<file path="config.mk">
export PLATFORM = sky130hd
export DESIGN_NAME = fib_spi_tx
export DESIGN_NICKNAME = d
export VERILOG_FILES = /design/src/source/fib_types_pkg.sv /design/src/source/fib_ctrl_pkg.sv /design/src/source/fib_spi_tx.sv
export VERILOG_INCLUDE_DIRS = /design/src /design/src/source
export SDC_FILE = /design/constraint.sdc
export NUM_CORES = 1
export LEC_CHECK = 0
export ABC_AREA = 1
export BUFFER_PORTS_ARGS = -buffer_cell sky130_fd_sc_hd__buf_2
export CAP_MARGIN = 20
export CORE_MARGIN = 3
export CORE_UTILIZATION = 54
export DETAILED_ROUTE_END_ITERATION = 8
export PLACE_DENSITY = 0.84
export REMOVE_ABC_BUFFERS = 1
export SLEW_MARGIN = 5
export SYNTH_ARGS = -nofsm -noshare
export SYNTH_HDL_FRONTEND = slang
export SYNTH_SLANG_ARGS = --single-unit
</file>
<file path="constraint.sdc">
create_clock -name clk -period 5.2 [get_ports clk]
set_clock_uncertainty 0.15 [all_clocks]
set_input_delay 0.52 -clock clk [delete_from_list [all_inputs] [get_ports clk]]
set_output_delay 0.52 -clock clk [all_outputs]
set_load 0.005 [all_outputs]
</file>
<file path="src/source/fib_settings.svh">
// Size and width macros for the forwarding table
`ifndef FIB_SETTINGS_SVH
`define FIB_SETTINGS_SVH

// Name prefix size in bytes
`define FIB_PREFIX_BYTES 8

// Column index width, 1024 columns
`define FIB_HASH_W 10

// Length field width, 64 rows
`define FIB_LEN_W 6

// Reply size: metadata, original prefix, final candidate
`define FIB_RESULT_BYTES 17

`endif

</file>
<file path="src/source/fib_types_pkg.sv">
// Vector typedefs for bytes, prefixes, hashes, lengths and metadata
`include "fib_settings.svh"

package fib_types_pkg;

    // One byte on either serial side
    typedef logic [7:0] byte_t;

    // Full name prefix, MSB first on the wire
    typedef logic [`FIB_PREFIX_BYTES*8-1:0] prefix_t;

    // Table column index
    typedef logic [`FIB_HASH_W-1:0] hash_t;

    // Prefix length, also the table row
    typedef logic [`FIB_LEN_W-1:0] plen_t;

    // Metadata byte, length in the low bits
    typedef logic [7:0] meta_t;

endpackage

</file>
<file path="src/source/fib_ctrl_pkg.sv">
// Record and result structs plus state encodings of the three FSMs
package fib_ctrl_pkg;

    import fib_types_pkg::*;

    // Prefix as exchanged with the pending-interest table
    typedef struct packed {
        meta_t   meta;
        prefix_t prefix;
    } fib_rec_t;

    // Lookup reply, field order is the send order
    typedef struct packed {
        meta_t   meta;
        prefix_t prefix;
        prefix_t cand;
    } lpm_result_t;

    // Serial input parser
    typedef enum logic [2:0] {
        RX_IDLE,
        RX_META,
        RX_PFX,
        RX_READY,
        RX_HASH,
        RX_WRITE
    } rx_state_t;

    // Longest-prefix search
    typedef enum logic [1:0] {
        LPM_IDLE,
        LPM_HASH,
        LPM_CHECK,
        LPM_HOLD
    } lpm_state_t;

    // Reply serializer
    typedef enum logic {
        TX_IDLE,
        TX_SEND
    } tx_state_t;

endpackage

</file>
<file path="src/source/fib_spi_tx.sv">
// Reply serializer, 17 bytes per search result
`timescale 1ns/1ps
`include "fib_settings.svh"

module fib_spi_tx (
    input  logic                      clk,
    input  logic                      rst,
    input  logic                      res_valid,
    input  fib_ctrl_pkg::lpm_result_t res,
    output logic                      tx_busy,
    output logic                      spi_tx_valid,
    output fib_types_pkg::byte_t      spi_tx_byte
);
    import fib_types_pkg::*;
    import fib_ctrl_pkg::*;

    localparam int RES_W = `FIB_RESULT_BYTES * 8;
    localparam int CNT_W = $clog2(`FIB_RESULT_BYTES);

    tx_state_t        state;
    logic [CNT_W-1:0] byte_cnt;
    logic [RES_W-1:0] shreg;

    // Control FSM, byte count runs 16 down to 0
    always_ff @(posedge clk or posedge rst) begin
        if (rst) begin
            state    <= TX_IDLE;
            byte_cnt <= '0;
        end else begin
            case (state)
                TX_IDLE: begin
                    if (res_valid) begin
                        state    <= TX_SEND;
                        byte_cnt <= CNT_W'(`FIB_RESULT_BYTES - 1);
                    end
                end
                TX_SEND: begin
                    if (byte_cnt == '0) begin
                        state <= TX_IDLE;
                    end
                    byte_cnt <= byte_cnt - 1'b1;
                end
                default: begin
                    state <= TX_IDLE;
                end
            endcase
        end
    end

    // Metadata leaves first, then both prefixes MSB first
    always_ff @(posedge clk) begin
        if ((state == TX_IDLE) && res_valid) begin
            shreg <= res;
        end else if (state == TX_SEND) begin
            shreg <= shreg << 8;
        end
    end

    assign spi_tx_byte  = shreg[RES_W-1 -: 8];
    assign spi_tx_valid = (state == TX_SEND);
    // Busy for the whole burst
    assign tx_busy      = (state == TX_SEND);

endmodule

</file>
### After elaboration in Yosys (flattened, before gate mapping)

Cells that the tools add are included.
Widths: inputs -> output; s select.

| word-level totals | value |
|---|---|
| bits in registers | 142 |
| output and inout bits | 10 |
| logic and storage cells | 16 |

| cells by class | value |
|---|---|
| $add $sub $neg | 1 |
| equality and inequality tests | 1 |
| multiplexer cells | 7 |
| bitwise logic cells | 1 |
| reductions and logical operators | 3 |

Operator list:

| operator | number |
|---|---|
| $mux 136 | 2 |
| $pmux 5 s2 | 1 |
| $logic_not 5->1 | 1 |
| $mux 5 | 1 |
| $sub 5x1->5 const B | 1 |
| $mux 1 | 2 |
| $ne 2x2->1 const B | 1 |
| $pmux 1 s2 | 1 |
| $reduce_bool 2->1 | 1 |
| $logic_and 1x1->1 | 1 |
| $not 1->1 | 1 |

### Longest topological paths before layout

| logic depth | value |
|---|---|
| depth in word-level cells | 3 |
| gate-level depth with buffers | 6 |
| mapped depth without buffers | 6 |

### Worst setup path after synthesis

No wires, ideal clock.

| timing | value |
|---|---|
| kind | input-to-reg |
| start | input res_valid |
| end | register byte_cnt[4] |
| library setup time | 0.133 ns |
| arrival | 3.628 ns |
| data required time | 4.917 ns |
| path slack | 1.289 ns |
| stages | 5 |
| cells stage by stage | nor2_1 > inv_1 > nand3_1 > nand2_1 > nand2_1 |

| on the way | value |
|---|---|
| longest elaborated chain between the ends | 1 |

RTL lines:

| item | RTL line | text |
|---|---|---|
| from (decl) | fib_spi_tx.sv:8 | `input logic res_valid,` |
| $ne 2x2->1 (no line) | n/a |  |
| to (signal assigned) | fib_spi_tx.sv:34 | `` byte_cnt <= CNT_W'(`FIB_RESULT_BYTES - 1); `` |
| to (signal assigned) | fib_spi_tx.sv:41 | `byte_cnt <= byte_cnt - 1'b1;` |
| to (decl) | fib_spi_tx.sv:21 | `logic [CNT_W-1:0] byte_cnt;` |

Every way passes these cells.
A chain may end at the register's enable or synchronous reset.

### Worst setup path after layout

| timing | value |
|---|---|
| start | register state, in the netlist spi_tx_valid |
| end | register byte_cnt[2] |

| on the way | value |
|---|---|
| longest elaborated chain between the ends | 2 |
| elaborated cells on any way between the ends | 3 |

RTL lines:

| item | RTL line | text |
|---|---|---|
| from (decl) | fib_spi_tx.sv:20 | `tx_state_t state;` |
| from (signal assigned) | fib_spi_tx.sv:27 | `state <= TX_IDLE;` |
| from (signal assigned) | fib_spi_tx.sv:33 | `state <= TX_SEND;` |
| from (signal assigned) | fib_spi_tx.sv:39 | `state <= TX_IDLE;` |
| $not 1->1 | n/a |  |
| $pmux 5 s2 or $ne 2x2->1 (tied branches) | n/a |  |

Parallel ways exist; a longest one is shown, timed or not.

==> impl_metrics.toml <==
[outcome]
status = "finished clean"

[logic_synthesis]
ys_dominant_reg_cell = "edfxtp_1"
synth_edf_count = 136
synth_area_sq_um = 6340
yosys-top-cells-area = "edfxtp_1 64%, nand2_1 16%, nand3_1 10%"
ys_ff_latch = 142
yosysWarningCount = 0
synth.distinct_cells = 15
synth.top_cell.area_share_pct = 64.4
avgSynthCellArea_sq_um = 10.2
async_flop_share_pct = 4.23
synth_area_leader_cell = "edfxtp_1"
synth_common_cells = "265 x nand2_1, 136 x edfxtp_1, 132 x nand3_1, 27 x buf_2, 22 x buf_4"
synthCells = 624
synth_seq_area_share_pct = 66.8
synth_most_common_cell = "nand2_1"

[clock_tree]
cts_buffers = 17
clk_path_buf_depth = 2
cts.sink_count = 142
clkTransAtPathRegs_ps = 60
clk_latency_ps = 410
h-tree-depth = 4
cts_tree = "built"
cts-root-buf = "clkbuf_16"

[setup_path]
regToRegEndpoint = "byte_cnt[2]"
end_kind = "flip-flop"
path_class = "reg -> reg"
worstPathArrival_ps = 2770
critPathLaunchType = "flip-flop"
rrSetupSlack_ps = 2590
path_max_fanout = 103
startpoint = "spi_tx_valid"
cp.required_ps = 5370
r2r_start = "spi_tx_valid"
reg2regPathDepth = 5

[route]
drt_pass1_iterations = 5
vias = 4827
wl_mm = 13.1
avgRoutedWirePerCell_um = 14.6
via_per_inst = 5.39
drc = 0
drt-initial-drc-count = 562
postRouteAntennaNets = 0

[sta]
totalNegativeSetupSlack_ps = 0
fmax_mhz = 383
relSlewSlack_pct = 28.9
finalCritPeriodShare_pct = 50.1
finalHoldViolCount = 0
drv_slew = 0
setup_viol = 0
min_period_ps = 2610
tightest_slew_ps = 1070
rsz0062_at_grt = "false"

[grt]
antenna_found_initial = 0
grt_pass1_wl_mm = 20.8
first_global_vias = 4509
grt_max_degree = 120
grt_overflow = 0
grtUsageTotal_pct = 20.1

[placed_design]
place_area_sq_um = 6990
gp_congestion = 0.761
port_buffers = 148
dp.cells = 864
dp_hpwl_mm = 7.71

[layout]
design_area_sq_um = 7560
nNetsFinal = 884
final_cell_count_no_fill = 896
diodes = 0
syn_to_final_growth_pct = 19.1
drive_gt1_share_pct = 23.8

[floorplan]
start_util_pct = 56.8
core_area_sq_um = 11200
die_x_um = 114
die_y_um = 114
dieArea_sq_um = 13100
rows = 38
ios = 149

[pwr]
irDropWorstVdd_uv = 385
clockPowerShare_pct = 26.2
p_int_w = 0.00306
power.leakage_nw = 3.66
netSwitchingFraction_pct = 29.6
comb_power_share_pct = 23.5
netSwitchingPower_w = 0.00129
seq_power_share_pct = 50.4
p_per_area_nw_per_um2 = 575

[worst_hold_path]
hold_class = "in -> reg"
holdPathStages = 3
min_to = "shreg[2]"
holdCritStartpoint = "res[2]"

[run]
maxCapViolations = 0
how the worst max path moves through the flow:
stage                        endpoint  slack (ps)  cells past startpoint
final                     byte_cnt[2]        2590                      5
after global placement      shreg[36]        2290                      4
after global routing      byte_cnt[2]        2330                      5
after detailed placement     shreg[4]        2220                      4
after floorplan           byte_cnt[3]         700                      4
after CTS                 byte_cnt[2]        2580                      5
cells in the final DEF, fill, tap and decap left out:
cell | synthesis | final
dlygate4sd3_1 | 0 | 1
clkbuf_16 | 0 | 17
nand3_1 | 132 | 132
clkinv_2 | 0 | 2
inv_1 | 15 | 14
nand2_1 | 265 | 264
o22ai_1 | 1 | 1
buf_4 | 22 | 5
buf_2 | 27 | 147
clkinv_1 | 0 | 6
bufinv_16 | 0 | 2
edfxtp_1 | 136 | 136
clkinvlp_4 | 0 | 1
nand4_1 | 1 | 1
nand2_4 | 0 | 1
clkinv_4 | 0 | 2
ha_1 | 1 | 1
dfrtp_1 | 6 | 6
a21oi_1 | 1 | 1
nor2_1 | 11 | 11
inv_6 | 0 | 2
inv_4 | 0 | 1
o21ai_0 | 2 | 2
per-layer routing:
metal / global-route usage [%] / vias up / share of wire [%]
met3: 6.66 / 17 / 9.7
li1: - / 2339 / -
met1: 27.4 / 2217 / 40
met4: 4.91 / 0 / 1.1
met5: 0 / - / 0
met2: 31.7 / 254 / 49
flip-flops by register name, summed over array words and instances (netlist names):
name	count
spi_tx_valid	1
byte_cnt	5
shreg	136
cell families (layout without fill, tap and decap cells):
family | count (synthesis) | count (layout) | share of synthesized area (%)
buffers and inverters | 68 | 200 | 5.86
adder cells (fa/ha/maj) | 1 | 1 | 0.197
AND/OR/NAND/NOR | 409 | 409 | 26.8
flip-flops | 142 | 142 | 66.8
AO/OA/AOI/OAI | 4 | 4 | 0.335
power groups by stage:
stage | combinational, W | clock (W) | sequential (W)
2_1_floorplan | 0.000717 | 0 | 0.00218
3_3_place_gp | 0.000943 | 0 | 0.00218
3_5_place_dp | 0.00101 | 0 | 0.00220
4_1_cts | 0.00103 | 0.00115 | 0.00219
5_1_grt | 0.00119 | 0.00120 | 0.00224
6_report | 0.00102 | 0.00114 | 0.00219
repair_timing:
action                    in CTS  in global routing
hold endpoints to repair       6                  0
gates resized for setup        0                  0
setup buffers                  0                  0
hold buffers                   1                  0
layout make-up:
| cell class | instances | area, sq um |
|---|---|---|
| Tap cell | 140 | 175 |
| Clock buffer | 17 | 425 |
| Clock inverter | 14 | 126 |
| Fill cell | 843 | 3620 |
| Sequential cell | 142 | 4230 |
| Multi-Input combinational cell | 414 | 1740 |
| Inverter | 16 | 67.6 |
| Timing Repair Buffer | 153 | 783 |
metrics by stage:
stage | setup slack (ps) | total power (W) | hold WS (ps) | utilization [%]
finish | 2590 | 0.00434 | 255 | 67.6
detailed placement | 2220 | 0.00322 | 307 | 62.6
global placement | 2290 | 0.00312 | 299 | 62.6
CTS | 2580 | 0.00437 | 242 | 67.6
floorplan | 705 | 0.00290 | 161 | -
global route | 2330 | 0.00463 | 261 | 67.6
worst max-delay path, cell delays in order (launching register included):
cell and delay [ps]:
dfrtp_1 510, inv_4 220, nand2_4 770, buf_4 490, o21ai_0 160, a21oi_1 170
(Power assumes the default switching activity.)
