==> config.mk <==
export PLATFORM = sky130hd
export DESIGN_NAME = fib_lpm_search
export DESIGN_NICKNAME = d
export VERILOG_FILES = /design/src/source/fib_types_pkg.sv /design/src/source/fib_ctrl_pkg.sv /design/src/source/fib_hash.sv /design/src/source/fib_lpm_search.sv
export VERILOG_INCLUDE_DIRS = /design/src /design/src/source
export SDC_FILE = /design/constraint.sdc
export NUM_CORES = 1
export LEC_CHECK = 0
export BUFFER_PORTS_ARGS = -buffer_cell sky130_fd_sc_hd__clkbuf_2
export CORE_AREA = 5 5 99 194
export DETAILED_ROUTE_END_ITERATION = 7
export DIE_AREA = 0 0 104 199
export PLACE_DENSITY = 0.71
export SYNTH_ARGS = -nofsm -noshare
export SYNTH_HDL_FRONTEND = slang
export SYNTH_HIERARCHICAL = 1
export SYNTH_SLANG_ARGS = --single-unit
export TNS_END_PERCENT = 50
==> constraint.sdc <==
create_clock -name clk -period 3.8 [get_ports clk]
set_input_delay 0.38 -clock clk [delete_from_list [all_inputs] [get_ports clk]]
set_output_delay 0.38 -clock clk [all_outputs]
set_load 0.03 [all_outputs]
==> src/source/fib_settings.svh <==
// Size and width macros for the forwarding table
`ifndef FIB_SETTINGS_SVH
`define FIB_SETTINGS_SVH

// Name prefix size in bytes
`define FIB_PREFIX_BYTES 8

// Column index width, 1024 columns
`define FIB_HASH_W 10

// Length field width, 64 rows
`define FIB_LEN_W 6

// Reply size: metadata, original prefix, final candidate
`define FIB_RESULT_BYTES 17

`endif

==> src/source/fib_types_pkg.sv <==
// Vector typedefs for bytes, prefixes, hashes, lengths and metadata
`include "fib_settings.svh"

package fib_types_pkg;

    // One byte on either serial side
    typedef logic [7:0] byte_t;

    // Full name prefix, MSB first on the wire
    typedef logic [`FIB_PREFIX_BYTES*8-1:0] prefix_t;

    // Table column index
    typedef logic [`FIB_HASH_W-1:0] hash_t;

    // Prefix length, also the table row
    typedef logic [`FIB_LEN_W-1:0] plen_t;

    // Metadata byte, length in the low bits
    typedef logic [7:0] meta_t;

endpackage

==> src/source/fib_ctrl_pkg.sv <==
// Record and result structs plus state encodings of the three FSMs
package fib_ctrl_pkg;

    import fib_types_pkg::*;

    // Prefix as exchanged with the pending-interest table
    typedef struct packed {
        meta_t   meta;
        prefix_t prefix;
    } fib_rec_t;

    // Lookup reply, field order is the send order
    typedef struct packed {
        meta_t   meta;
        prefix_t prefix;
        prefix_t cand;
    } lpm_result_t;

    // Serial input parser
    typedef enum logic [2:0] {
        RX_IDLE,
        RX_META,
        RX_PFX,
        RX_READY,
        RX_HASH,
        RX_WRITE
    } rx_state_t;

    // Longest-prefix search
    typedef enum logic [1:0] {
        LPM_IDLE,
        LPM_HASH,
        LPM_CHECK,
        LPM_HOLD
    } lpm_state_t;

    // Reply serializer
    typedef enum logic {
        TX_IDLE,
        TX_SEND
    } tx_state_t;

endpackage

==> src/source/fib_hash.sv <==
// Registered XOR fold of a prefix into a column index
`timescale 1ns/1ps
`include "fib_settings.svh"

module fib_hash (
    input  logic                   clk,
    input  logic                   rst,
    input  fib_types_pkg::prefix_t prefix,
    output fib_types_pkg::hash_t   hash
);
    import fib_types_pkg::*;

    localparam int PREFIX_W = `FIB_PREFIX_BYTES * 8;
    // Last slice is partial, zero-extended by the shift
    localparam int SLICES   = (PREFIX_W + `FIB_HASH_W - 1) / `FIB_HASH_W;

    hash_t fold;

    // Slices from bit 0 upward
    always_comb begin
        fold = '0;
        for (int i = 0; i < SLICES; i++) begin
            fold ^= hash_t'(prefix >> (i * `FIB_HASH_W));
        end
    end

    // One cycle of latency
    always_ff @(posedge clk or posedge rst) begin
        if (rst) begin
            hash <= '0;
        end else begin
            hash <= fold;
        end
    end

endmodule

==> src/source/fib_lpm_search.sv <==
// Longest-prefix search FSM with result hold
`timescale 1ns/1ps

module fib_lpm_search (
    input  logic                      clk,
    input  logic                      rst,
    input  logic                      fib_out,
    input  fib_ctrl_pkg::fib_rec_t    pit_in,
    input  logic                      tx_busy,
    output fib_types_pkg::plen_t      look_row,
    output fib_types_pkg::hash_t      look_col,
    input  logic                      look_hit,
    output logic                      res_valid,
    output fib_ctrl_pkg::lpm_result_t res
);
    import fib_types_pkg::*;
    import fib_ctrl_pkg::*;

    lpm_state_t state;
    fib_rec_t   req;
    prefix_t    cand;
    plen_t      len;
    hash_t      cand_hash;
    logic       found;
    logic       start;

    // Requests outside idle are dropped
    assign start = (state == LPM_IDLE) && fib_out;

    // Hash follows the candidate register
    fib_hash u_hash (
        .clk    (clk),
        .rst    (rst),
        .prefix (cand),
        .hash   (cand_hash)
    );

    // Table probe at the current length
    assign look_row = len;
    assign look_col = cand_hash;

    // Stop on a hit or at length 0
    assign found = look_hit || (len == '0);

    // Control FSM and length
    always_ff @(posedge clk or posedge rst) begin
        if (rst) begin
            state <= LPM_IDLE;
            len   <= '0;
        end else begin
            case (state)
                LPM_IDLE: begin
                    if (start) begin
                        state <= LPM_HASH;
                        len   <= pit_in.meta[$bits(plen_t)-1:0];
                    end
                end
                LPM_HASH: begin
                    state <= LPM_CHECK;
                end
                LPM_CHECK: begin
                    if (found) begin
                        state <= LPM_HOLD;
                    end else begin
                        // One length shorter
                        state <= LPM_HASH;
                        len   <= len - 1'b1;
                    end
                end
                LPM_HOLD: begin
                    // Wait for the serializer to go idle
                    if (!tx_busy) begin
                        state <= LPM_IDLE;
                    end
                end
                default: begin
                    state <= LPM_IDLE;
                end
            endcase
        end
    end

    // Request and candidate
    always_ff @(posedge clk) begin
        if (start) begin
            req  <= pit_in;
            cand <= pit_in.prefix;
        end else if ((state == LPM_CHECK) && !found) begin
            // Drop the bit at the missed length
            cand[len] <= 1'b0;
        end
    end

    // Result handed over once the serializer is free
    assign res_valid = (state == LPM_HOLD) && !tx_busy;

    always_comb begin
        res.meta   = req.meta;
        res.prefix = req.prefix;
        res.cand   = cand;
    end

endmodule

# Word-level counts from Yosys, hierarchy flattened
# Cells that the tools add are included.
# totals
output_inout_bits	153
ff_bits	154
in_bits	77
wordCells	47
# op_classes
bitwise	8
magnitude_cmp	2
n_addsub	1
n_reduce_logical	13
n_eq_ne	6
mux	11
# ops
cell	count
2-to-1 mux 64 bit	2
AND 64 bit	1
inverter 64 bit	1
bitwise XOR 10 bit	5
2-to-1 mux 6 bit	2
case mux 6 bit (2 select lines)	1
bitwise XOR 10 x 4 -> 10 bit	1
case mux 2 bit (4 select lines)	1
less-than comparator 6 x 7 -> 1 bit (second input constant)	1
demux 1 bit (select 6 bit)	1
>= comparator 6 x 1 -> 1 bit (second input constant)	1
zero test 6 bit	1
2-to-1 mux 2 bit	3
inequality test 2 bit (second input constant)	3
subtractor 6 x 1 -> 6 bit (second input constant)	1
== test 2 bit (second input constant)	2
logical AND 1 bit	4
nonzero test 2 bit	2
AND reduction 3 bit	1
== test 2 x 1 -> 1 bit (second input constant)	1
zero test 1 bit	2
zero test 2 bit	1
AND reduction 2 bit	1
logical OR 1 bit	1
2-to-1 mux 1 bit	1

# Longest topological paths before layout
# logic_depth
word_depth	8
depth_mapped	7
ltp_nobuf	6

# Cells and area by module
# Netlist, hierarchy kept.
# by_module_without_submodules
module	seq_area_each_um2	area_each_um2	cells_each	n_inst
fib_lpm_search	4284.1	5749.3	431	1
fib_hash	250.2	797.0	51	1

# Least setup slack after synthesis
# No wires, ideal clock.
# synth_timing
kind	register -> register
startpoint	register len[1] (netlist: look_row[1])
endpoint	register cand[0] (enable)
n_path_buf	0
stages_incl_launch_ff	7
synth_period_minus_slack_ns	3.321
slack_ns	0.479
required_ns	3.382
setup_time_ns	0.418
arrival_time_ns	2.904
path_cell_list	dfrtp_1 inv_1 ha_1 nor2b_1 a211oi_1 nor2_2 inv_1
# synth_via
elab_chain_cells	5
# synth_rtl
element	line_no	text
start: declaration	fib_lpm_search.sv:22	plen_t len;
start signal: assignment	fib_lpm_search.sv:55	len <= pit_in.meta[$bits(plen_t)-1:0];
start signal: assignment	fib_lpm_search.sv:67	len <= len - 1'b1;
zero test 6 bit	fib_lpm_search.sv:43	assign found = look_hit || (len == '0);
logical OR 1 bit	fib_lpm_search.sv:43	
zero test 1 bit	fib_lpm_search.sv:88	end else if ((state == LPM_CHECK) && !found) begin
logical AND 1 bit	fib_lpm_search.sv:88	
nonzero test 2 bit (no line)	--	
end signal: assignment	fib_lpm_search.sv:87	cand <= pit_in.prefix;
end: declaration	fib_lpm_search.sv:21	prefix_t cand;
# No other way between the ends.
# A chain may end at the register's enable or synchronous reset.

# Worst setup path after layout
# layout_timing
startpoint	register len[1] (netlist: look_row[1])
endpoint	register cand[54] (enable)
# The elaborated chain is that of the path after synthesis.

==> results.md <==
* Status: complete, no violations
* Hold EP: res[134]
* Gates resized, CTS repair at 0
* Cell count after synthesis at 482
* Avg WL per Cell at 21.1 µm
* Setup_tns at 0 ns
* 1st-pass router iterations at 5
* Detailed-route via count at 4876
* Post-route minimum period at 2.84 ns
* Vias in the first global route at 5047
* Total global routing overflow at 0
* Share of layout cells above drive strength 1 at 37.6%
* Max FO, Critical Path at 35
* Area fraction in compound gates after synthesis at 11.3%
* Number of buffers added on ports at 229
* Fin nets at 785
* Worst Setup Slack, final at 0.960 ns
* # setup viols final at 0
* Antenna cells at 0
* CP Class: reg2reg
* Setup repair after global routing missed its margin: false
* RePlAce Congestion at 0.842
* Die Wd at 104 µm
* Worst path top cell family by delay: buffers and inverters
* Pwr Density at 945 nW/µm²
* Count leader, synth: edfxtp_1
* I/O Pins at 230
* Final hold vios at 0
* Sequential cell area at 4530 µm²
* Crit-path cells: inv_1, ha_1, nor2b_1, a211oi_1, nor2_2, inv_2, buf_12
* CTS Buf Count at 17
* Synth Area in Simple Gates at 7.70%
* R2R Path End: cand[54]
* Adder-Cell Fraction of Synth Area at 0.191%
* Start of the worst register-to-register path: look_row[1]
* Hold path cells at 1
* First-pass GRT wire length at 29.5 mm
* Main combinational cell family by area after synthesis: compound AO/OA/AOI/OAI gates
* Pin count of the biggest net entering global routing at 203
* Sequential share of the synthesized area at 69.3%
* Post-synthesis xor/xnor area fraction at 8.30%
* Fillers at 1592
* Reg2Reg Depth at 7
* CTS sink count at 154
* Pins Over Slew Limit at 0
* Vias per inst at 5.23
* Drt initial violations at 308
* Clock tree from TritonCTS: built
* Max Buffers Root-to-Sink at 2
* Worst Tran Pin Value at 0.937 ns
* Place WS at 1.05 ns
* Max VDD drop at 0.505 mV
* Layout area overhead at 29.7%
* CTS root buf: clkbuf_16
* Total wire length at 19.6 mm
* Post-synth EDFFs at 136
* CP Launch Type: flop
* Cell variety after synth at 41
* Post-route DRC at 0
* Worst Skew at 0.00752 ns
* Core area at 17600 µm²
* Arr. time, crit path at 2.95 ns
* Hold buffer count at CTS at 1
* Synth top area share at 62.4%
* Post-synth top cells: 136 x edfxtp_1, 129 x o21ai_0, 67 x nand2_1, 26 x xnor2_1, 18 x dfrtp_1
* Prevailing post-synth register cell: edfxtp_1
* Headroom to the max-slew limit at 37.5%
* Lkg Pwr at 0.00340 µW
* Grt peak-use layer: met2
* Max Cap Viol at 0
* Synth warn at 6
* Hpwl dp at 13.9 mm
* Mean Syn Cell Area at 13.6 µm²
* Final period util at 74.7%
* Buf+Inv Stages, Crit Path at 3
* Initial Util at 37.2%
* Fin util at 48.2%
* Yosys top cell by area: edfxtp_1
* Largest cells by area after synthesis: edfxtp_1 62%, o21ai_0 9.9%, dfrtp_1 6.9%, xnor3_1 4.8%, nand2_1 3.8%
* Initial antenna violation count at 1
* Syn nets at 560
* Mux cell area share after synthesis at 0.153%
* Die height at 199 µm
* Clock latency at the later pin of the worst-skew pair at 0.42 ns
* Hold crit path type: in2reg
* Die area at 20700 µm²
* H-tree depth at 4
* Hold Startpoint: pit_in[70]
* Antenna viol nets, final at 0
* Yosys reg bits at 154
* Post-CTS setup buffers at 0
* Worst EP required at 3.91 ns
* Critical path endpoint category: flop
* Peak Freq at 352 MHz
* Gr usage total at 18.7%
* Asr flop ratio synth at 11.7%
* GR Util met1 at 23.0%
* Worst-path clk slew at 0.07 ns
* CP max stage delay at 0.54 ns
* CP max stage cell: inv_2
* M3 GR Usage at 7.79%
* Met2 global-route usage at 29.7%
* Number of cell rows at 69
* Netlist Area Pre-Place at 6550 µm²
* Area of the multi-input gates at 1810 µm²
* Reg2reg setup slack at 0.96 ns
==> area by class of cell <==
| type | count | area share, % |
|---|---|---|
| timing repair buffer | 232 | 14.1 |
| clock inverter | 15 | 2.65 |
| multi-input combinational | 294 | 21.3 |
| clock buffer | 17 | 5.01 |
| inverter | 8 | 0.412 |
| sequential | 154 | 53.4 |
| tap | 213 | 3.14 |
==> through the flow <==
stage | cell area, µm² | total power [µW] | instances | hold WS, ns
after detailed placement | 7830 | 6170 | 900 | 0.352
after CTS | 8490 | 8080 | 933 | 0.120
after global routing | 8490 | 8420 | 933 | 0.126
after global placement | 7830 | 6080 | 900 | 0.341
after floorplan | 6550 | 5170 | 482 | 0.196
final | 8490 | 8030 | 933 | 0.145
==> state kept, by name (all words and copies together), names as in the netlist <==
| register | flops |
|---|---|
| cand | 64 |
| look_row | 6 |
| res | 72 |
| state | 2 |
| u_hash/hash | 10 |
==> cells by family (layout without fill, tap and decap cells) <==
family                   Yosys count  after routing
AND/OR/NAND/NOR                  108            108
flip-flops                       154            154
AO/OA/AOI/OAI                    144            144
adder cells (fa/ha/maj)            1              1
multiplexers                       1              1
buffers and inverters             34            272
XOR/XNOR                          40             40
==> layer usage <==
metal | vias to the layer above | wire, µm
met2 | 330 | 9380
met1 | 2288 | 7590
met5 | - | 12
met3 | 33 | 2220
met4 | 2 | 434
li1 | 2223 | -
==> placed cells by master, fill, tap and decap left out, drive strengths merged, types with 8 or more instances in the layout <==
master / Yosys / routed
edfxtp: 136 / 136
inv: 7 / 17
xnor3: 14 / 14
nand3: 8 / 8
o21ai: 130 / 130
clkbuf: 12 / 246
nand2: 67 / 67
xnor2: 26 / 26
dfrtp: 18 / 18
==> power by group <==
part,internal [µW],switching [µW],total [µW]
clock,1130,751,1880
sequential,2550,408,2950
combinational,1090,2100,3190
==> worst max-delay path by stage <==
stage / startpoint / cells past startpoint / to / slack, ns
after floorplan: look_row[1] / 6 / cand[0] / 0.48
after global placement: look_row[1] / 7 / cand[2] / 1.17
after detailed placement: look_row[0] / 7 / cand[13] / 1.05
after CTS: look_row[1] / 7 / cand[54] / 1.01
after global routing: look_row[1] / 7 / cand[3] / 0.79
final: look_row[1] / 7 / cand[54] / 0.96
No activity file was read; power rests on OpenSTA's default activity.
