==> config.mk <==
export PLATFORM = sky130hd
export DESIGN_NAME = fib_rx_parser
export DESIGN_NICKNAME = d
export VERILOG_FILES = /design/src/source/fib_types_pkg.sv /design/src/source/fib_ctrl_pkg.sv /design/src/source/fib_hash.sv /design/src/source/fib_rx_parser.sv
export VERILOG_INCLUDE_DIRS = /design/src /design/src/source
export SDC_FILE = /design/constraint.sdc
export NUM_CORES = 1
export LEC_CHECK = 0
export ABC_AREA = 1
export BUFFER_PORTS_ARGS = -buffer_cell sky130_fd_sc_hd__buf_2
export CAP_MARGIN = 10
export CORE_MARGIN = 2
export CORE_UTILIZATION = 35
export DETAILED_ROUTE_END_ITERATION = 7
export PLACE_DENSITY_LB_ADDON = 0.08
export SLEW_MARGIN = 20
export SYNTH_ARGS = -nofsm -noshare
export SYNTH_HDL_FRONTEND = slang
export SYNTH_SLANG_ARGS = --single-unit
==> constraint.sdc <==
create_clock -name clk -period 1.7 [get_ports clk]
set_clock_uncertainty 0.1 [all_clocks]
set_input_delay 0.425 -clock clk [delete_from_list [all_inputs] [get_ports clk]]
set_output_delay 0.425 -clock clk [all_outputs]
set_load 0.1 [all_outputs]
==> src/source/fib_settings.svh <==
// Size and width macros for the forwarding table
`ifndef FIB_SETTINGS_SVH
`define FIB_SETTINGS_SVH

// Name prefix size in bytes
`define FIB_PREFIX_BYTES 8

// Column index width, 1024 columns
`define FIB_HASH_W 10

// Length field width, 64 rows
`define FIB_LEN_W 6

// Reply size: metadata, original prefix, final candidate
`define FIB_RESULT_BYTES 17

`endif

==> src/source/fib_types_pkg.sv <==
// Vector typedefs for bytes, prefixes, hashes, lengths and metadata
`include "fib_settings.svh"

package fib_types_pkg;

    // One byte on either serial side
    typedef logic [7:0] byte_t;

    // Full name prefix, MSB first on the wire
    typedef logic [`FIB_PREFIX_BYTES*8-1:0] prefix_t;

    // Table column index
    typedef logic [`FIB_HASH_W-1:0] hash_t;

    // Prefix length, also the table row
    typedef logic [`FIB_LEN_W-1:0] plen_t;

    // Metadata byte, length in the low bits
    typedef logic [7:0] meta_t;

endpackage

==> src/source/fib_ctrl_pkg.sv <==
// Record and result structs plus state encodings of the three FSMs
package fib_ctrl_pkg;

    import fib_types_pkg::*;

    // Prefix as exchanged with the pending-interest table
    typedef struct packed {
        meta_t   meta;
        prefix_t prefix;
    } fib_rec_t;

    // Lookup reply, field order is the send order
    typedef struct packed {
        meta_t   meta;
        prefix_t prefix;
        prefix_t cand;
    } lpm_result_t;

    // Serial input parser
    typedef enum logic [2:0] {
        RX_IDLE,
        RX_META,
        RX_PFX,
        RX_READY,
        RX_HASH,
        RX_WRITE
    } rx_state_t;

    // Longest-prefix search
    typedef enum logic [1:0] {
        LPM_IDLE,
        LPM_HASH,
        LPM_CHECK,
        LPM_HOLD
    } lpm_state_t;

    // Reply serializer
    typedef enum logic {
        TX_IDLE,
        TX_SEND
    } tx_state_t;

endpackage

==> src/source/fib_hash.sv <==
// Registered XOR fold of a prefix into a column index
`timescale 1ns/1ps
`include "fib_settings.svh"

module fib_hash (
    input  logic                   clk,
    input  logic                   rst,
    input  fib_types_pkg::prefix_t prefix,
    output fib_types_pkg::hash_t   hash
);
    import fib_types_pkg::*;

    localparam int PREFIX_W = `FIB_PREFIX_BYTES * 8;
    // Last slice is partial, zero-extended by the shift
    localparam int SLICES   = (PREFIX_W + `FIB_HASH_W - 1) / `FIB_HASH_W;

    hash_t fold;

    // Slices from bit 0 upward
    always_comb begin
        fold = '0;
        for (int i = 0; i < SLICES; i++) begin
            fold ^= hash_t'(prefix >> (i * `FIB_HASH_W));
        end
    end

    // One cycle of latency
    always_ff @(posedge clk or posedge rst) begin
        if (rst) begin
            hash <= '0;
        end else begin
            hash <= fold;
        end
    end

endmodule

==> src/source/fib_rx_parser.sv <==
// Serial packet parser with record forwarding and learn write
`timescale 1ns/1ps
`include "fib_settings.svh"

module fib_rx_parser (
    input  logic                   clk,
    input  logic                   rst,
    input  logic                   rx_valid,
    input  fib_types_pkg::byte_t   spi_rx_byte,
    output logic                   prefix_ready,
    output fib_ctrl_pkg::fib_rec_t pit_out,
    output logic                   learn_we,
    output fib_types_pkg::plen_t   learn_row,
    output fib_types_pkg::hash_t   learn_col
);
    import fib_types_pkg::*;
    import fib_ctrl_pkg::*;

    localparam int CNT_W = $clog2(`FIB_PREFIX_BYTES);

    rx_state_t        state;
    logic [CNT_W-1:0] byte_cnt;
    fib_rec_t         rec;
    prefix_t          hash_in;
    hash_t            rec_hash;

    // Control FSM
    always_ff @(posedge clk or posedge rst) begin
        if (rst) begin
            state    <= RX_IDLE;
            byte_cnt <= '0;
        end else begin
            case (state)
                RX_IDLE: begin
                    if (rx_valid) begin
                        state <= RX_META;
                    end
                end
                RX_META: begin
                    // Prefix bytes follow, counted down to zero
                    state    <= RX_PFX;
                    byte_cnt <= CNT_W'(`FIB_PREFIX_BYTES - 1);
                end
                RX_PFX: begin
                    if (byte_cnt == '0) begin
                        state <= RX_READY;
                    end
                    byte_cnt <= byte_cnt - 1'b1;
                end
                RX_READY: begin
                    state <= RX_HASH;
                end
                RX_HASH: begin
                    state <= RX_WRITE;
                end
                RX_WRITE: begin
                    state <= RX_IDLE;
                end
                default: begin
                    state <= RX_IDLE;
                end
            endcase
        end
    end

    // Record assembly
    always_ff @(posedge clk) begin
        if (state == RX_META) begin
            rec.meta <= spi_rx_byte;
        end
        if (state == RX_PFX) begin
            // MSB first, so shift up and append
            rec.prefix <= {rec.prefix[$bits(prefix_t)-9:0], spi_rx_byte};
        end
    end

    // Prefix goes to the hash only in the hash state
    assign hash_in = (state == RX_HASH) ? rec.prefix : '0;

    fib_hash u_hash (
        .clk    (clk),
        .rst    (rst),
        .prefix (hash_in),
        .hash   (rec_hash)
    );

    // Ready pulse carries the whole record
    assign prefix_ready = (state == RX_READY);
    assign pit_out      = rec;

    // Hash is back one cycle after the hash state
    assign learn_we  = (state == RX_WRITE);
    assign learn_row = rec.meta[`FIB_LEN_W-1:0];
    assign learn_col = rec_hash;

endmodule

* Yosys cells after proc, flatten, opt, wreduce, memory -nomap -nowiden *
Index checks and enable logic that the tools add are counted.

storage, ports and cells
  latch bits = 0
  bits in read-only memories = 0
  bits in registers = 88
  input bits = 11
  RAM bits = 0
  memories kept = 0
  output and inout bits = 90

cells by class
  add/subtract/negate cells = 1
  div/mod/pow operators = 0
  equal/unequal tests = 7
  reduce and logical (&&, ||, !) cells = 4
  $mul = 0
  $lt $le $gt $ge = 0
  shift operators = 0
  bitwise logic cells = 6
  mux-type cells = 5

operator list
  cell                                                  count
  2-to-1 mux 64 bit                                     1
  bitwise XOR 10 bit                                    5
  one-hot mux 3 bit (5 select lines)                    1
  bitwise XOR 10 x 4 -> 10 bit                          1
  equality test 3 x 2 -> 1 bit (second input constant)  2
  equality test 3 bit (second input constant)           2
  zero test 3 bit                                       2
  2-to-1 mux 3 bit                                      2
  one-hot mux 3 bit (2 select lines)                    1
  inequality test 2 bit (second input constant)         2
  equality test 3 x 1 -> 1 bit (second input constant)  1
  subtractor 3 x 1 -> 3 bit (second input constant)     1
  AND reduction 2 bit                                   1
  nonzero test 2 bit                                    1

* Logic depth before layout (Yosys ltp) *
  depth after elaboration = 8
  mapped depth = 8
  gate-level depth less buffers = 8

* Cells and area by module *
From an unflattened synthesis, not the netlist that was laid out.

second synthesis, totals
  cell total of the unflattened synthesis = 533
  area total of the unflattened synthesis = 4810.9 um^2

modules (own cells, without submodules)
  module         seq. area each (um^2)  area an instance (um^2)  cells an instance  instances
  fib_rx_parser  2312.2                 3513.4                   258                1
  fib_hash       250.2                  1297.5                   275                1

* Least setup slack after synthesis *
OpenSTA, ideal clock, no wires.

  path type = flip-flop to output port
  start = register state[2]
  end = output prefix_ready
  cell stages (with the launch flop) = 4
  data required time = 1175 ps
  arrival time = 1807 ps
  slack = -632 ps
  path buffers = 0
  cell sequence = dfrtp_1 > inv_2 > nand2_1 > nor2_1

on the way
  word-level cells in the longest chain between the ends = 1

RTL lines
  element                       line                 RTL
  start, declared               fib_rx_parser.sv:21  rx_state_t state;
  start signal, assigned        fib_rx_parser.sv:30  state <= RX_IDLE;
  start signal, assigned        fib_rx_parser.sv:36  state <= RX_META;
  start signal, assigned        fib_rx_parser.sv:41  state <= RX_PFX;
  equality test 3 x 2 -> 1 bit  fib_rx_parser.sv:88  assign prefix_ready = (state == RX_READY);
  end, declared                 fib_rx_parser.sv:10  output logic prefix_ready,

No other way between the ends.

* Worst setup path in the final report *
  start = register state[1]
  end = output learn_we

on the way
  word-level cells in the longest chain between the ends = 1

RTL lines
  element              line                 RTL
  equality test 3 bit  fib_rx_parser.sv:92  assign learn_we = (state == RX_WRITE);
  end, declared        fib_rx_parser.sv:12  output logic learn_we,

No other way between the ends.

==> qor.txt <==
====================================================================================
Diodes inserted .......................................................            0
Pre-CTS WS ............................................................       214 ps
Met1 routing resource usage after global routing ......................        0.185
Wirelength, routed ....................................................      7920 um
Unrepaired setup endpoints after global routing .......................         true
Post-placement cell area ..............................................    4820 um^2
Outcome ............................................................... complete, but fails checks
Grt total ovfl ........................................................            0
Slack of the critical path ............................................     -38.2 ps
Total core area .......................................................   10300 um^2
Distinct cell type count after synthesis ..............................           16
Synthesized flop and latch total ......................................           88
Clock Latency Late Sink ...............................................       350 ps
Share of cells above drive strength 1 .................................        0.294
Count of final hold-check violations ..................................            0
Initial cell density of the core ......................................        0.359
Initial DRC Count .....................................................           66
Failing checks ........................................................ negative setup slack
Kind of critical path .................................................   reg -> out
HP Class ..............................................................    in -> reg
Drt wl/cell ...........................................................      12.9 um
Synth Instances .......................................................          352
Final setup violation count ...........................................            2
Vias in the first global route ........................................         2496
Grt met2 use ..........................................................        0.220
Max Freq ..............................................................      575 MHz
Biggest fanout along the worst timing path ............................            3
Part of the cycle the worst path needs ................................         1.02
Finished layout cell area .............................................    5220 um^2
Number of iterations in the first detailed-routing pass ...............            4
Root buffer cell ...................................................... sky130_fd_sc_hd__clkbuf_8
Crit path arrival time ................................................      1210 ps
Vias after detailed routing ...........................................         2659
Area used by multi-input combinational logic ..........................     913 um^2
Port-buffer cells .....................................................          100
Total I/O pin count ...................................................          101
Final-layout fill cell count ..........................................          925
Clock transition at the registers of the reported paths ...............        80 ps
# nets final ..........................................................          485
Synthesis warning total ...............................................            0
DP HPWL ...............................................................      5820 um
Net Count, Synth ......................................................          365
Sequential standard cell area .........................................    2560 um^2
Max-cap violations ....................................................            0
Max Slew Vio Count ....................................................            0
CTS Buffer Depth ......................................................            2
Met3 usage in global routing ..........................................       0.0365
Post-layout minimum cycle time ........................................      1740 ps
Pin count of the biggest net entering global routing ..................           38
Clock net sink count ..................................................           88
Register-to-Register Setup Slack ......................................       190 ps
Number of nets still failing antenna checks after routing .............            0
Slew HR ...............................................................        0.667
Transition time of the tightest slew-check pin ........................       502 ps
H-tree levels .........................................................            3
TritonCTS Buffers .....................................................            9
Data required time of the worst path ..................................      1170 ps
Weighted congestion at the end of routability-driven global placement .        0.769
Overall die area ......................................................   11400 um^2
Wire length of the first global-routing pass ..........................     12100 um
Remaining DRCs ........................................................            0
CTS tree ..............................................................        built
Chip Height ...........................................................       107 um
Number of antenna violations at the first check in global routing .....            0
DIE WIDTH .............................................................       107 um
Sequential area share after synthesis .................................        0.691
Via/cell ratio ........................................................         4.34
Total number of placement rows ........................................           37
Overall Global Routing Usage ..........................................        0.143
Mean Syn Cell Area ....................................................    10.5 um^2
CP Launch Type ........................................................         flop
Post-synth design cell area ...........................................    3710 um^2
Core Util, Final ......................................................        0.506
Capturing element type of the critical path ...........................  output port
Area delta synth->final ...............................................        40.7%
Gr busiest metal ......................................................         met2
====================================================================================
sequential cells by signal (all words and copies together) (netlist names):
signal,flops
state,3
pit_out,66
u_hash.hash,10
byte_cnt,3
learn_row,6
what timing repair did:
action / CTS / global route
endpoints found under the hold margin: 16 / 0
gates resized for setup: 44 / 12
pin swaps: 3 / 2
setup buffers: 5 / 3
hold buffers: 1 / 0
setup endpoints to repair: 39 / 12
stage by stage:
stage,setup TNS [ps],hold WS (ps),std cells
2_1_floorplan,-473,239,352
3_3_place_gp,0,363,588
3_5_place_dp,0,366,588
4_1_cts,-122,135,610
5_1_grt,-189,140,613
6_report,-62.6,160,613
layout make-up:
type                            count  share of cell area
Clock inverter                      5             0.00911
Multi-Input combinational cell    200               0.175
Timing Repair Buffer              115               0.225
Tap cell                          136              0.0326
Clock buffer                       11              0.0252
Inverter                           58              0.0422
Sequential cell                    88               0.491
critical path, stage by stage (launching register included):
cell                      delay (ps)
sky130_fd_sc_hd__dfrtp_1         410
sky130_fd_sc_hd__inv_2            90
sky130_fd_sc_hd__nand2_4          70
sky130_fd_sc_hd__nor2_4          110
sky130_fd_sc_hd__buf_12          180
kinds of logic (layout without fill, tap and decap cells):
family | Yosys count | in the layout | synth area share
adder cells (fa/ha/maj) | 2 | 2 | 0.00675
flip-flops | 88 | 88 | 0.691
XOR/XNOR | 4 | 4 | 0.00945
AO/OA/AOI/OAI | 7 | 7 | 0.0148
AND/OR/NAND/NOR | 187 | 187 | 0.207
buffers and inverters | 64 | 189 | 0.0708
path summary, 6_finish.rpt:
kind	depth (start not counted)	from	end
max in group asynchronous	4	rst	u_hash.hash[7]$_DFF_PP0_
worst max register to register	5	state[1]$_DFFE_PP0P_	pit_out[36]$_DFFE_PN_
worst min register to register	0	pit_out[29]$_DFFE_PN_	pit_out[37]$_DFFE_PN_
min in group asynchronous	4	rst	u_hash.hash[1]$_DFF_PP0_
worst max-delay path	4	state[1]$_DFFE_PP0P_	learn_we
worst min-delay path	1	spi_rx_byte[7]	pit_out[7]$_DFFE_PN_
cell usage after synthesis:
cell	instances	area share
sky130_fd_sc_hd__a22oi_2	2	0.0067
sky130_fd_sc_hd__buf_4	6	0.012
sky130_fd_sc_hd__dfrtp_1	16	0.11
sky130_fd_sc_hd__edfxtp_1	72	0.58
sky130_fd_sc_hd__ha_1	2	0.0067
sky130_fd_sc_hd__inv_1	54	0.055
sky130_fd_sc_hd__inv_2	4	0.0040
sky130_fd_sc_hd__nand2_1	137	0.14
sky130_fd_sc_hd__nand3_2	1	0.0027
sky130_fd_sc_hd__nand3b_1	16	0.032
sky130_fd_sc_hd__nor2_1	33	0.033
sky130_fd_sc_hd__o21ai_0	2	0.0027
sky130_fd_sc_hd__o21ai_1	1	0.0013
sky130_fd_sc_hd__o21ai_2	1	0.0024
sky130_fd_sc_hd__o22ai_1	1	0.0017
sky130_fd_sc_hd__xnor2_1	4	0.0094
routing by layer:
layer  up-vias  share of wire
met5         -              0
met4         0          0.025
met3        17          0.048
met2        63           0.47
met1      1238           0.46
li1       1341              -
layout by cell type (no fill, tap or decap), drive strengths merged:
| master | instances |
|---|---|
| a22oi | 2 |
| buf | 104 |
| bufinv | 1 |
| clkbuf | 21 |
| clkinv | 4 |
| dfrtp | 16 |
| dlygate4sd3 | 1 |
| edfxtp | 72 |
| ha | 2 |
| inv | 58 |
| nand2 | 137 |
| nand3 | 1 |
| nand3b | 16 |
| nor2 | 33 |
| o21ai | 4 |
| o22ai | 1 |
| xnor2 | 4 |
Power is left out: the tool's default activity adds up to more than one toggle a clock period on the data nets, which glitch-free logic cannot reach.
